[config.mk]
export PLATFORM = sky130hd
export DESIGN_NAME = fp_div
export DESIGN_NICKNAME = d
export VERILOG_FILES = /design/src/hw/fp_div_pkg.sv /design/src/hw/fp_div_unpack.sv /design/src/hw/fp_div_steps.sv /design/src/hw/fp_div_normalize.sv /design/src/hw/fp_div.sv
export SDC_FILE = /design/constraint.sdc
export NUM_CORES = 2
export LEC_CHECK = 0
export ABC_AREA = 1
export BUFFER_PORTS_ARGS = -buffer_cell sky130_fd_sc_hd__buf_2
export CAP_MARGIN = 5
export CORE_UTILIZATION = 40
export CTS_CLUSTER_DIAMETER = 60
export DETAILED_ROUTE_END_ITERATION = 7
export PLACE_DENSITY = 0.6
export SLEW_MARGIN = 40
export SYNTH_ARGS = -nofsm -noshare
export SYNTH_HDL_FRONTEND = slang
export SYNTH_SLANG_ARGS = --single-unit
[constraint.sdc]
create_clock -name clk -period 198.4 [get_ports clk]
set_clock_uncertainty 0.1 [all_clocks]
set_input_delay 39.68 -clock clk [delete_from_list [all_inputs] [get_ports clk]]
set_output_delay 39.68 -clock clk [all_outputs]
set_load 0.02 [all_outputs]
[src/hw/fp_div_pkg.sv]
package fp_div_pkg;

    //////////////////////////////
    // Format widths
    //////////////////////////////

    localparam int FP_WIDTH   = 32;
    localparam int EXP_WIDTH  = 8;
    localparam int FRAC_WIDTH = 23;

    // Fraction plus hidden bit
    localparam int MANT_WIDTH = 24;

    localparam int EXP_BIAS = 127;

    // 24 integer bits then 24 fraction bits
    localparam int QUOT_WIDTH = 48;

    // Leading one here means no exponent change
    localparam int LEAD_REF = 24;

    // Division steps unrolled per pipeline stage
    localparam int STEPS_PER_STAGE = 24;

    //////////////////////////////
    // Float word
    //////////////////////////////

    typedef struct packed {
        logic                  sign;
        logic [EXP_WIDTH-1:0]  exp;
        logic [FRAC_WIDTH-1:0] frac;
    } fp32_t;

    // Raw bits for the reduction checks, fields for the datapath
    typedef union packed {
        logic [FP_WIDTH-1:0] bits;
        fp32_t               fields;
    } fp32_u;

    //////////////////////////////
    // Pipeline stage
    //////////////////////////////

    typedef struct packed {
        logic                  valid;
        logic                  sign;
        logic [EXP_WIDTH-1:0]  exp_biased;
        logic                  exc;
        logic                  zero;
        logic [MANT_WIDTH-1:0] divisor;
        // Partial remainder
        logic [MANT_WIDTH-1:0] rem;
        // Dividend bits not yet shifted in, msb first
        logic [MANT_WIDTH-1:0] dividend_rest;
        // Quotient bits so far, newest at bit 0
        logic [QUOT_WIDTH-1:0] quot;
    } div_stage_t;

endpackage

[src/hw/fp_div_unpack.sv]
`timescale 1ns/1ps

module fp_div_unpack (
    input  logic                   clk,
    input  logic                   rst,
    input  logic                   in_valid,
    input  fp_div_pkg::fp32_u      a,
    input  fp_div_pkg::fp32_u      b,
    output fp_div_pkg::div_stage_t s_out
);

    import fp_div_pkg::*;

    div_stage_t s_next;
    logic       hidden_a;
    logic       hidden_b;
    logic       exp_a_ones;
    logic       exp_b_ones;
    logic       b_is_zero;
    logic       a_is_zero;

    // Hidden bit only for normal operands
    assign hidden_a = |a.fields.exp;
    assign hidden_b = |b.fields.exp;

    assign exp_a_ones = &a.fields.exp;
    assign exp_b_ones = &b.fields.exp;
    // Magnitude checks ignore the sign bit
    assign a_is_zero  = ~|a.bits[FP_WIDTH-2:0];
    assign b_is_zero  = ~|b.bits[FP_WIDTH-2:0];

    always_comb
    begin
        s_next.valid  = in_valid;
        s_next.sign   = a.fields.sign ^ b.fields.sign;
        // Wraps modulo 256
        s_next.exp_biased = a.fields.exp - b.fields.exp + EXP_WIDTH'(EXP_BIAS);
        s_next.exc    = exp_a_ones | exp_b_ones | b_is_zero;
        s_next.zero   = a_is_zero;
        s_next.divisor       = {hidden_b, b.fields.frac};
        s_next.rem           = '0;
        s_next.dividend_rest = {hidden_a, a.fields.frac};
        s_next.quot          = '0;
    end

    always_ff @(posedge clk)
    begin
        s_out <= s_next;
        if (rst)
        begin
            s_out.valid <= 1'b0;
        end
    end

endmodule

[src/hw/fp_div_steps.sv]
`timescale 1ns/1ps

module fp_div_steps #(
    parameter int STEPS = fp_div_pkg::STEPS_PER_STAGE
) (
    input  logic                   clk,
    input  logic                   rst,
    input  fp_div_pkg::div_stage_t s_in,
    output fp_div_pkg::div_stage_t s_out
);

    import fp_div_pkg::*;

    div_stage_t            s_next;
    logic [MANT_WIDTH:0]   shifted;
    logic [MANT_WIDTH+1:0] diff;
    logic                  q;

    //////////////////////////////
    // Restoring division array
    //////////////////////////////

    always_comb
    begin
        s_next  = s_in;
        shifted = '0;
        diff    = '0;
        q       = 1'b0;
        for (int i = 0; i < STEPS; i++)
        begin
            // Next dividend bit, zero once the mantissa is used up
            shifted = {s_next.rem, s_next.dividend_rest[MANT_WIDTH-1]};
            diff    = {1'b0, shifted} - {2'b00, s_next.divisor};
            q       = ~diff[MANT_WIDTH+1];

            // Keep the difference only when it did not go negative
            if (q)
            begin
                s_next.rem = diff[MANT_WIDTH-1:0];
            end
            else
            begin
                s_next.rem = shifted[MANT_WIDTH-1:0];
            end

            s_next.dividend_rest = {s_next.dividend_rest[MANT_WIDTH-2:0], 1'b0};
            s_next.quot          = {s_next.quot[QUOT_WIDTH-2:0], q};
        end
    end

    always_ff @(posedge clk)
    begin
        s_out <= s_next;
        if (rst)
        begin
            s_out.valid <= 1'b0;
        end
    end

    // Remainder stays below divisor across all earlier stages
    a_rem_bound: assert property (@(posedge clk) disable iff (rst)
        (s_out.valid && s_out.divisor != '0) |-> (s_out.rem < s_out.divisor));

endmodule

[src/hw/fp_div_normalize.sv]
`timescale 1ns/1ps

module fp_div_normalize (
    input  logic                   clk,
    input  logic                   rst,
    input  fp_div_pkg::div_stage_t s_in,
    output logic                   out_valid,
    output fp_div_pkg::fp32_u      result,
    output logic                   exception
);

    import fp_div_pkg::*;

    logic [EXP_WIDTH-1:0]  lead_pos;
    logic                  found;
    logic [QUOT_WIDTH-1:0] quot_norm;
    logic [EXP_WIDTH-1:0]  exp_adj;
    fp32_u                 result_next;

    //////////////////////////////
    // Leading one encoder
    //////////////////////////////

    // Ascending scan, so the highest set bit wins
    always_comb
    begin
        lead_pos = '0;
        found    = 1'b0;
        for (int i = 0; i < QUOT_WIDTH; i++)
        begin
            if (s_in.quot[i])
            begin
                lead_pos = EXP_WIDTH'(i);
                found    = 1'b1;
            end
        end
    end

    always_comb
    begin
        if (found)
        begin
            quot_norm = s_in.quot << (EXP_WIDTH'(QUOT_WIDTH - 1) - lead_pos);
            exp_adj   = s_in.exp_biased + lead_pos - EXP_WIDTH'(LEAD_REF);
        end
        else
        begin
            quot_norm = s_in.quot;
            exp_adj   = s_in.exp_biased;
        end
    end

    // Truncate, then apply special cases with zero on top
    always_comb
    begin
        result_next.fields.sign = s_in.sign;
        result_next.fields.exp  = exp_adj;
        result_next.fields.frac = quot_norm[QUOT_WIDTH-2 -: FRAC_WIDTH];
        if (s_in.zero)
            result_next.bits = {s_in.sign, {(FP_WIDTH-1){1'b0}}};
        else if (s_in.exc)
            result_next.bits = '1;
    end

    always_ff @(posedge clk)
    begin
        result    <= result_next;
        exception <= s_in.exc & ~s_in.zero;
        if (rst)
            out_valid <= 1'b0;
        else
            out_valid <= s_in.valid;
    end

    // Nothing set above the reported leading one
    a_lead_one: assert property (@(posedge clk) disable iff (rst)
        (s_in.valid && found) |-> ((s_in.quot >> lead_pos) == QUOT_WIDTH'(1)));

endmodule

[src/hw/fp_div.sv]
`timescale 1ns/1ps

module fp_div (
    input  logic              clk,
    input  logic              rst,
    input  logic              in_valid,
    input  fp_div_pkg::fp32_u a,
    input  fp_div_pkg::fp32_u b,
    output logic              out_valid,
    output fp_div_pkg::fp32_u result,
    output logic              exception
);

    import fp_div_pkg::*;

    div_stage_t s_unp;
    div_stage_t s_int;
    div_stage_t s_frac;

    //////////////////////////////
    // Four stage pipeline
    //////////////////////////////

    fp_div_unpack u_unpack (
        .clk      (clk),
        .rst      (rst),
        .in_valid (in_valid),
        .a        (a),
        .b        (b),
        .s_out    (s_unp)
    );

    // Integer quotient bits, consumes the dividend mantissa
    fp_div_steps #(.STEPS(STEPS_PER_STAGE)) u_steps_int (
        .clk   (clk),
        .rst   (rst),
        .s_in  (s_unp),
        .s_out (s_int)
    );

    // Fraction bits, zeros shifted in
    fp_div_steps #(.STEPS(STEPS_PER_STAGE)) u_steps_frac (
        .clk   (clk),
        .rst   (rst),
        .s_in  (s_int),
        .s_out (s_frac)
    );

    fp_div_normalize u_normalize (
        .clk       (clk),
        .rst       (rst),
        .s_in      (s_frac),
        .out_valid (out_valid),
        .result    (result),
        .exception (exception)
    );

endmodule

==> metrics <==
IO Pins=101; CTS buffer count=47; Synth Area in Simple Gates=27.94%; clk_lat worst skew=0.66 ns; Post-DP HPWL=189.8 mm; RD Place Congestion=0.9860; TNS Setup=0 ns; CTS tree=done; worst slew pin tran=0.9047 ns; most common cell after layout, fill and taps aside=nand2_1; Top FF cell, synth=dfxtp_1; chip height=419.9 µm; initial antenna violation count=7; main combinational cell family by area after synthesis=simple AND/OR/NAND/NOR gates; most frequent cells in the layout=2,823 x nand2_1, 1,364 x inv_1, 1,134 x a21oi_1; max-slew violation count=0; worst reg-to-reg setup slack=108.93 ns; crit path capture type=register; xor/xnor cell area share of the yosys netlist=12.49%; Register Area=4768 µm²; status=complete, no violations; hold path depth=0; reg-to-reg startpoint=u_steps_int.s_out[118]; WHS Endpoint=u_steps_int.s_out[127]; DR WL/cell=17.30 µm; Cells after Synth=11,280; Final nets=12,510; family with the most delay on the worst path=compound AO/OA/AOI/OAI gates; post-CTS setup repair buffer count=0; Syn Area/Cell=6.192 µm²; unrepaired setup endpoints after global routing=no; post-route design area=74,100 µm²; CP Buf/Inv Count=49; Reg2Reg Depth=501; CP Class=reg -> reg; synth-to-layout area growth=6.070%; Port-buffer cells=100; async set-reset flop share out of synthesis=0%; period utilization=45.10%; Fmax=11.18 MHz; mux contribution to synthesized area=0.1719%; largest net degree at the start of global routing=61; Antenna Nets Post-Route=0; first-pass GRT wire length=368.5 mm; vias per cell=5.388; crit path DAT=89.91 ns; reg-to-reg endpoint=u_steps_frac.s_out[0]; post-cts hold buffer count=0; Post-synth EDFFs=0; share of layout cells above drive strength 1=6.605%; crit path time final=89.47 ns; CTS clk-pin slew, worst paths=0.06 ns; max cap viols=0; CTS Sinks=238; crit-path max FO=40; CP required=198.84 ns; Final Hold Vio Count=0; warning count from the yosys run=0; total track usage=25.92%; post-synthesis cell area=69,860 µm²; Yosys cell types=75; slowest stage cell, crit path=inv_1; area share of fa/ha/maj cells after synthesis=21.02%; vias in the first global route=68,690; compound-cell area share of the yosys netlist=21.60%; root buffer cell=clkbuf_16; Final setup viols=0; DR DRC count=0; Initial Util=40.23%; critical path launch point type=register; # rows=153; area of the multi-input gates=58,190 µm²; Worst path max stage delay=0.69 ns; Slew headroom=39.22%; maximum buffer depth of the clock tree=3; H-tree depth=2; Die Wd=419.9 µm; die area=176,300 µm²; core footprint=173,600 µm²; FF+latch count, synth=238; register area share after synthesis=6.820%; number of gates resized after CTS=0; Pre-antenna DRT Iters=6; worst hold start=u_unpack.s_out[127]; overall overflow remaining after global route=0; Post-Route WL=236.1 mm; placed cell area=72,440 µm²; initial drt markers=5,016; Hold Path Class=reg -> reg; fillcell total=18,530; vias=73,540; CP most frequent cell=a21oi_1
[worst reg2reg max path: cells and delay by family (launching register included)]
kind	cells	cell delay (ns)
compound gates	248	48.25
fa+ha+maj	24	8.21
buf+inv	49	10.61
flops	1	0.30
simple gates	180	21.86
[layout make-up]
cell class / count / area share [%]
inverters: 1438 / 7.354
diodes: 1 / 0.003377
flip-flops and latches: 238 / 6.435
repair buffers: 184 / 1.553
well taps: 2325 / 3.926
clock buffers: 51 / 1.621
multi-input cells: 9377 / 78.53
clock inverters: 36 / 0.5741
[flip-flops by register name, summed over array words and instances (netlist names)]
name and count:
u_normalize.result 32, u_steps_frac.s_out 60, u_steps_int.s_out 84, u_unpack.s_out 60, u_normalize.exception 1, u_normalize.out_valid 1
[per-layer routing]
metal,global-route usage (%),vias up,wire length [µm],share of wire [%]
li1,-,37650,-,-
met1,32.59,33770,104700,44
met2,44.89,1710,109800,47
met3,2.258,405,10290,4.4
met4,11.01,4,11220,4.8
met5,0,-,24,0.010
[Yosys cell counts, types with 112 or more instances]
| master | count | area, µm² |
|---|---|---|
| xnor2_1 | 392 | 3433 |
| dfxtp_1 | 238 | 4765 |
| a21oi_1 | 1135 | 5680 |
| xor2_1 | 604 | 5290 |
| o21bai_1 | 139 | 1044 |
| ha_1 | 1132 | 14160 |
| nand2_2 | 177 | 1107 |
| nand3_1 | 590 | 2953 |
| nand2_1 | 2824 | 10600 |
| clkbuf_1 | 112 | 420.4 |
| inv_1 | 1383 | 5191 |
| o21ai_0 | 1051 | 5260 |
| nor2_1 | 491 | 1843 |
[how the worst max path moves through the flow]
| stage | startpoint | to | slack, ns | cells after the start |
|---|---|---|---|---|
| floorplan | u_steps_int.s_out[99] | u_steps_frac.s_out[0] | 124.34 | 553 |
| global placement | u_steps_int.s_out[114] | u_steps_frac.s_out[0] | 110.34 | 498 |
| detailed placement | u_steps_int.s_out[118] | u_steps_frac.s_out[0] | 109.38 | 499 |
| CTS | u_steps_int.s_out[118] | u_steps_frac.s_out[0] | 108.93 | 499 |
| global route | u_steps_int.s_out[118] | u_steps_frac.s_out[0] | 99.18 | 497 |
| finish | u_steps_int.s_out[118] | u_steps_frac.s_out[0] | 108.93 | 501 |
[through the flow]
| step | worst slack, ns | util (%) | hold WS [ns] | std cells |
|---|---|---|---|---|
| 6_report | 108.93 | 42.68 | 0.2190 | 13650 |
| 5_1_grt | 99.18 | 42.68 | 0.2230 | 13650 |
| 4_1_cts | 108.93 | 42.66 | 0.2202 | 13650 |
| 3_5_place_dp | 109.38 | 41.72 | 0.2121 | 13560 |
| 3_3_place_gp | 110.34 | 41.72 | 0.2103 | 13560 |
| 2_1_floorplan | 124.34 | - | 0.2096 | 11290 |
[cells by family (layout without fill, tap and decap cells)]
family          after synthesis  count (layout)
simple gates               4450            4450
flops                       238             238
other cells                   1              12
fa+ha+maj                  1158            1158
compound gates             2750            2750
buf+inv                    1677            1709
mux                          12              12
xor+xnor                    996             996
Power is left out: the tool's default activity adds up to more than one toggle a clock period on the data nets, which glitch-free logic cannot reach.
